$ cat config.mk
export PLATFORM = sky130hd
export DESIGN_NAME = nocArbiter
export DESIGN_NICKNAME = d
export VERILOG_FILES = /design/src/routerArbPkg.sv /design/src/nocArbiter.sv /design/src/grantFsm.sv /design/src/holdCounter.sv /design/src/lengthRegister.sv
export SDC_FILE = /design/constraint.sdc
export NUM_CORES = 1
export LEC_CHECK = 0
export BUFFER_PORTS_ARGS = -buffer_cell sky130_fd_sc_hd__buf_4
export CAP_MARGIN = 15
export CELL_PAD_IN_SITES_DETAIL_PLACEMENT = 1
export CELL_PAD_IN_SITES_GLOBAL_PLACEMENT = 2
export CORE_UTILIZATION = 36
export CTS_CLUSTER_SIZE = 20
export DETAILED_ROUTE_END_ITERATION = 8
export PLACE_DENSITY_LB_ADDON = 0.05
export SYNTH_ARGS = -nofsm -noshare
export SYNTH_HDL_FRONTEND = slang
export SYNTH_SLANG_ARGS = --single-unit
$ cat constraint.sdc
create_clock -name clk -period 10.42 [get_ports clk]
set_input_delay 0.521 -clock clk [delete_from_list [all_inputs] [get_ports clk]]
set_output_delay 0.521 -clock clk [all_outputs]
set_load 0.02 [all_outputs]
$ cat src/routerArbPkg.sv
package routerArbPkg;

  localparam int portCount = 5;
  localparam int flitIdWidth = 3;
  localparam int lengthWidth = 12;

  // flit type code carried alongside each flit.
  typedef logic [flitIdWidth-1:0] flitIdT;

  // timeout length in clock cycles.
  typedef logic [lengthWidth-1:0] lengthT;

  // one-hot grant, bit 0 is local, then north, east, west, south.
  typedef logic [portCount-1:0] grantT;

  localparam flitIdT headFlitId = 3'd1;

  // grant states follow the port order, so state minus one is the port index.
  typedef enum logic [2:0] {
    arbIdle    = 3'd0,
    grantLocal = 3'd1,
    grantNorth = 3'd2,
    grantEast  = 3'd3,
    grantWest  = 3'd4,
    grantSouth = 3'd5
  } arbStateT;

endpackage
$ cat src/nocArbiter.sv
`timescale 1ns/10ps

module nocArbiter (
  input  logic                 clk,
  input  logic                 rst,
  input  routerArbPkg::flitIdT lFlitId,
  input  routerArbPkg::flitIdT nFlitId,
  input  routerArbPkg::flitIdT eFlitId,
  input  routerArbPkg::flitIdT wFlitId,
  input  routerArbPkg::flitIdT sFlitId,
  input  routerArbPkg::lengthT lLength,
  input  routerArbPkg::lengthT nLength,
  input  routerArbPkg::lengthT eLength,
  input  routerArbPkg::lengthT wLength,
  input  routerArbPkg::lengthT sLength,
  input  logic                 lReq,
  input  logic                 nReq,
  input  logic                 eReq,
  input  logic                 wReq,
  input  logic                 sReq,
  output routerArbPkg::grantT  grant
);
  import routerArbPkg::*;

  lengthT lStored;
  lengthT nStored;
  lengthT eStored;
  lengthT wStored;
  lengthT sStored;
  lengthT limit;
  logic   hold;
  logic   timesUp;

  lengthRegister u_lengthRegister (
    .clk     (clk),
    .rst     (rst),
    .lFlitId (lFlitId),
    .nFlitId (nFlitId),
    .eFlitId (eFlitId),
    .wFlitId (wFlitId),
    .sFlitId (sFlitId),
    .lLength (lLength),
    .nLength (nLength),
    .eLength (eLength),
    .wLength (wLength),
    .sLength (sLength),
    .lStored (lStored),
    .nStored (nStored),
    .eStored (eStored),
    .wStored (wStored),
    .sStored (sStored)
  );

  holdCounter u_holdCounter (
    .clk     (clk),
    .rst     (rst),
    .hold    (hold),
    .limit   (limit),
    .timesUp (timesUp)
  );

  grantFsm u_grantFsm (
    .clk     (clk),
    .rst     (rst),
    .lReq    (lReq),
    .nReq    (nReq),
    .eReq    (eReq),
    .wReq    (wReq),
    .sReq    (sReq),
    .lStored (lStored),
    .nStored (nStored),
    .eStored (eStored),
    .wStored (wStored),
    .sStored (sStored),
    .timesUp (timesUp),
    .hold    (hold),
    .limit   (limit),
    .grant   (grant)
  );

endmodule

$ cat src/grantFsm.sv
`timescale 1ns/10ps

module grantFsm (
  input  logic                 clk,
  input  logic                 rst,
  input  logic                 lReq,
  input  logic                 nReq,
  input  logic                 eReq,
  input  logic                 wReq,
  input  logic                 sReq,
  input  routerArbPkg::lengthT lStored,
  input  routerArbPkg::lengthT nStored,
  input  routerArbPkg::lengthT eStored,
  input  routerArbPkg::lengthT wStored,
  input  routerArbPkg::lengthT sStored,
  input  logic                 timesUp,
  output logic                 hold,
  output routerArbPkg::lengthT limit,
  output routerArbPkg::grantT  grant
);
  import routerArbPkg::*;

  arbStateT             state;
  arbStateT             nextState;
  logic [portCount-1:0] req;
  lengthT               stored [portCount];
  logic [2:0]           servedIdx;
  logic [2:0]           nextIdx;

  // first requester found when scanning from port first, wrapping around.
  function automatic arbStateT pickNext(input logic [portCount-1:0] reqs, input int first);
    arbStateT pick;
    int       idx;
    pick = arbIdle;
    // scan backwards so the nearest requester is the last one written.
    for (int k = portCount - 1; k >= 0; k--)
    begin
      idx = (first + k) % portCount;
      if (reqs[idx])
      begin
        pick = arbStateT'(idx + 1);
      end
    end
    return pick;
  endfunction

  assign req = {sReq, wReq, eReq, nReq, lReq};

  assign stored[0] = lStored;
  assign stored[1] = nStored;
  assign stored[2] = eStored;
  assign stored[3] = wStored;
  assign stored[4] = sStored;

  assign servedIdx = state - 3'd1;
  assign nextIdx = nextState - 3'd1;

  always_comb
  begin
    grant = '0;
    if (state != arbIdle)
    begin
      grant[servedIdx] = 1'b1;
    end
  end

  always_comb
  begin
    hold = 1'b0;
    nextState = state;
    if (state == arbIdle)
    begin
      // fixed priority from idle, local first.
      nextState = pickNext(req, 0);
    end
    else
    begin
      hold = req[servedIdx] && !timesUp;
      if (!hold)
      begin
        // rotate past the served port and leave it out of the search.
        nextState = pickNext(req & ~grant, int'(servedIdx) + 1);
      end
    end
  end

  always_ff @(posedge clk)
  begin
    if (rst)
    begin
      state <= arbIdle;
      limit <= '0;
    end
    else
    begin
      state <= nextState;
      // length is captured at grant entry; later loads apply to the next grant.
      if (nextState != state && nextState != arbIdle)
      begin
        limit <= stored[nextIdx];
      end
    end
  end

  assert property (@(posedge clk) disable iff (rst) $onehot0(grant))
    else $error("grant is not one-hot");

  assert property (@(posedge clk) disable iff (rst) (state == arbIdle) |-> !hold)
    else $error("hold raised while idle");

endmodule

$ cat src/holdCounter.sv
`timescale 1ns/10ps

module holdCounter (
  input  logic                 clk,
  input  logic                 rst,
  input  logic                 hold,
  input  routerArbPkg::lengthT limit,
  output logic                 timesUp
);
  import routerArbPkg::*;

  lengthT count;

  // count restarts from zero whenever the grant is not being held.
  always_ff @(posedge clk)
  begin
    if (rst)
    begin
      count <= '0;
    end
    else if (hold)
    begin
      count <= count + 1'b1;
    end
    else
    begin
      count <= '0;
    end
  end

  assign timesUp = (count == limit);

  // the limit is latched by the grant FSM for the whole grant, so a held
  // count must stop at it.
  assert property (@(posedge clk) disable iff (rst) hold |-> count <= limit)
    else $error("hold count passed its limit");

endmodule

$ cat src/lengthRegister.sv
`timescale 1ns/10ps

module lengthRegister (
  input  logic                   clk,
  input  logic                   rst,
  input  routerArbPkg::flitIdT   lFlitId,
  input  routerArbPkg::flitIdT   nFlitId,
  input  routerArbPkg::flitIdT   eFlitId,
  input  routerArbPkg::flitIdT   wFlitId,
  input  routerArbPkg::flitIdT   sFlitId,
  input  routerArbPkg::lengthT   lLength,
  input  routerArbPkg::lengthT   nLength,
  input  routerArbPkg::lengthT   eLength,
  input  routerArbPkg::lengthT   wLength,
  input  routerArbPkg::lengthT   sLength,
  output routerArbPkg::lengthT   lStored,
  output routerArbPkg::lengthT   nStored,
  output routerArbPkg::lengthT   eStored,
  output routerArbPkg::lengthT   wStored,
  output routerArbPkg::lengthT   sStored
);
  import routerArbPkg::*;

  // each port keeps the packet length of its most recent head flit.
  always_ff @(posedge clk)
  begin
    if (rst)
    begin
      lStored <= '0;
      nStored <= '0;
      eStored <= '0;
      wStored <= '0;
      sStored <= '0;
    end
    else
    begin
      if (lFlitId == headFlitId)
      begin
        lStored <= lLength;
      end
      if (nFlitId == headFlitId)
      begin
        nStored <= nLength;
      end
      if (eFlitId == headFlitId)
      begin
        eStored <= eLength;
      end
      if (wFlitId == headFlitId)
      begin
        wStored <= wLength;
      end
      if (sFlitId == headFlitId)
      begin
        sStored <= sLength;
      end
    end
  end

endmodule

==> impl_metrics.yaml <==
routing:
  drc: 0
  wirelength_microns: 23800
  wl_per_cell_microns: 20.3
  wl_met3_microns: 661
  top_layer_used: "met4"
  wl_met1_microns: 10300
  dr.pass1.iters: 5
  vias: 6820
  postRouteAntennaNets: 0
  route.met2.wl_microns: 12100
  drtIter0Drc: 287
  via_per_inst: 5.81
logic_synthesis:
  syn_nets: 963
  synth-edff-count: 0
  yosysMostFrequentCell: "nor2_1"
  yosys.area.top_type: "dfxtp_1"
  synthTopCellsByCount: "132 x nor2_1, 87 x dfxtp_1, 76 x mux2i_1"
  synthFlopType: "dfxtp_1"
  synth-seq-area-share: 0.247
  synth.distinct_cells: 89
  yosys_warnings: 0
  syn_inst: 842
  synth_seq_cells: 87
  async_flop_share: 0
  avgSynthCellArea_sq_um: 8.38
  synthTopCellsByArea: "dfxtp_1 25%, mux2i_1 11%, nor2_1 7.0%, ha_1 6.9%, mux4_2 4.1%"
  synth_top_area_share: 0.247
  synth.cell_area_sq_um: 7060
critical_path:
  reg2reg_depth: 29
  startpoint_type: "register"
  slowest_stage: "nor3b_2"
  max_stage_delay_ns: 0.75
  crit_path_max_fanout: 18
  path_common_cell: "ha_1"
  crit_path_end_kind: "register"
  worstPathRequired_ns: 10.67
  arrival_ns: 9.43
  critPathKind: "register to register"
placed_design:
  gp_routability_congestion: 0.876
  io_buffers: 86
  hpwlAfterDp_microns: 18100
clock_network:
  ctsRootBufferMaster: "clkbuf_16"
  cts_inserted_buffers: 9
  insertion_delay_ns: 0.33
  cts_resized: 0
  cts_tree: "built"
  post_cts_buffers: 0
  cts_hold_buf: 0
  clk_path_buf_depth: 2
  path_clk_slew_ns: 0.06
  clock-sinks: 87
  cts_max_level: 3
flow_run:
  maxCapViolCount: 0
floorplan:
  initial_core_util: 0.372
  core_area_sq_um: 19000
  row_count: 50
  boundaryPins: 87
  die_x_microns: 142
  die_area_sq_um: 20200
  die_h_microns: 142
status:
  status: "finished, final reports clean"
global_routing:
  grt_pass1_vias: 7105
  grt_max_degree: 77
  overflow: 0
  grt_pass1_wl_microns: 38100
  antenna_found_initial: 0
  grt.total_usage: 0.243
sta:
  clock.fmax_ghz: 0.109
  final-setup-viol-count: 0
  worst_slew_pin_slew_ns: 1.02
  rsz0062_at_grt: "no"
  tns_ns: 0
  slew_headroom: 0.317
  clock_skew_ns: 0.00555
  period_minus_slack_ns: 9.18
  hold_violations: 0
  slew_viol_final: 0
  period_share: 0.881
cells_and_area:
  diodes: 0
  fin_nets: 1030
  final_layout_size_suffix_gt1_frac: 0.192
  syn2layout_area_growth_pct: 17.6
  multi_input_area_sq_um: 5020
  regArea_sq_um: 1740
  nFillCells: 2275
hold_path:
  holdPathStages: 3
  min_path_type: "input pin to register"
[worst max-delay path: cells and delay by family (launching register included)]
family,cells,cell delay (ns)
adder cells (fa/ha/maj),5,2.31
XOR/XNOR,1,0.41
AO/OA/AOI/OAI,10,2.32
buffers and inverters,4,1.03
flip-flops,1,0.49
AND/OR/NAND/NOR,8,2.25
multiplexers,1,0.27
[sequential cells by signal (all words and copies together), names as in the netlist]
register                  flops
u_lengthRegister.nStored     12
u_grantFsm.state              3
u_lengthRegister.sStored     12
u_lengthRegister.lStored     12
u_lengthRegister.wStored     12
u_holdCounter.count          12
u_grantFsm.limit             12
u_lengthRegister.eStored     12
[per-layer routing]
metal | GRT usage | vias up
met5 | 0 | -
met4 | 0.0968 | 0
met3 | 0.0192 | 52
met2 | 0.439 | 160
met1 | 0.296 | 3364
li1 | - | 3244
[stage by stage]
step           area, sq um  worst slack (ns)  hold WS [ns]  instances  utilization
2_1_floorplan         7060              2.11         0.455        842            -
3_3_place_gp          7960              1.85         0.467       1157        0.420
3_5_place_dp          7960              1.34         0.483       1157        0.420
4_1_cts               8290              1.31         0.412       1172        0.437
5_1_grt               8300             0.447         0.424       1173        0.438
6_report              8300              1.24         0.423       1173        0.438
[layout by cell type, fill, tap and decap left out, types with 6 or more instances in the layout]
cell type,count
nor2_1,132
buf_4,101
dfxtp_1,86
mux2i_1,76
nand2_1,44
ha_1,39
inv_1,26
nand3_1,24
xnor2_1,24
a21oi_1,23
nor3_1,22
o21ai_0,21
nand2b_1,14
o21a_1,14
a22oi_1,14
o211ai_1,13
mux4_2,13
nor2b_1,10
and2_1,10
a211oi_2,10
a31oi_1,9
nand4_1,9
clkbuf_16,9
o21ai_1,8
o31ai_1,8
a211oi_1,8
xor2_1,8
nor4_1,7
nor3b_2,7
and3_1,6
nand3b_1,6
o211a_1,6
[final timing paths]
path                                from                     endpoint  slack, ns
min reg2reg  u_lengthRegister.nStored[8]  u_lengthRegister.nStored[8]       0.49
max reg2reg          u_grantFsm.state[1]          u_grantFsm.limit[5]       1.24
min                           sLength[3]  u_lengthRegister.sStored[3]       0.42
max                  u_grantFsm.state[1]          u_grantFsm.limit[5]       1.24
[kinds of logic (layout without fill, tap and decap cells)]
kind of cell / count (synthesis) / count (layout) / synth area share
multiplexers: 93 / 93 / 0.156
AO/OA/AOI/OAI: 200 / 200 / 0.221
AND/OR/NAND/NOR: 312 / 312 / 0.214
buffers and inverters: 76 / 147 / 0.0448
adder cells (fa/ha/maj): 39 / 39 / 0.0691
flip-flops: 87 / 87 / 0.247
XOR/XNOR: 35 / 35 / 0.0482
[final cells by class]
type,instances,area share
Inverter,30,0.0136
Clock buffer,10,0.0288
Tap cell,260,0.0392
Sequential cell,87,0.210
Timing Repair Buffer,102,0.0927
Multi-Input combinational cell,679,0.606
Clock inverter,5,0.00995
Power is left out: the tool's default activity adds up to more than one toggle a clock period on the data nets, which glitch-free logic cannot reach.
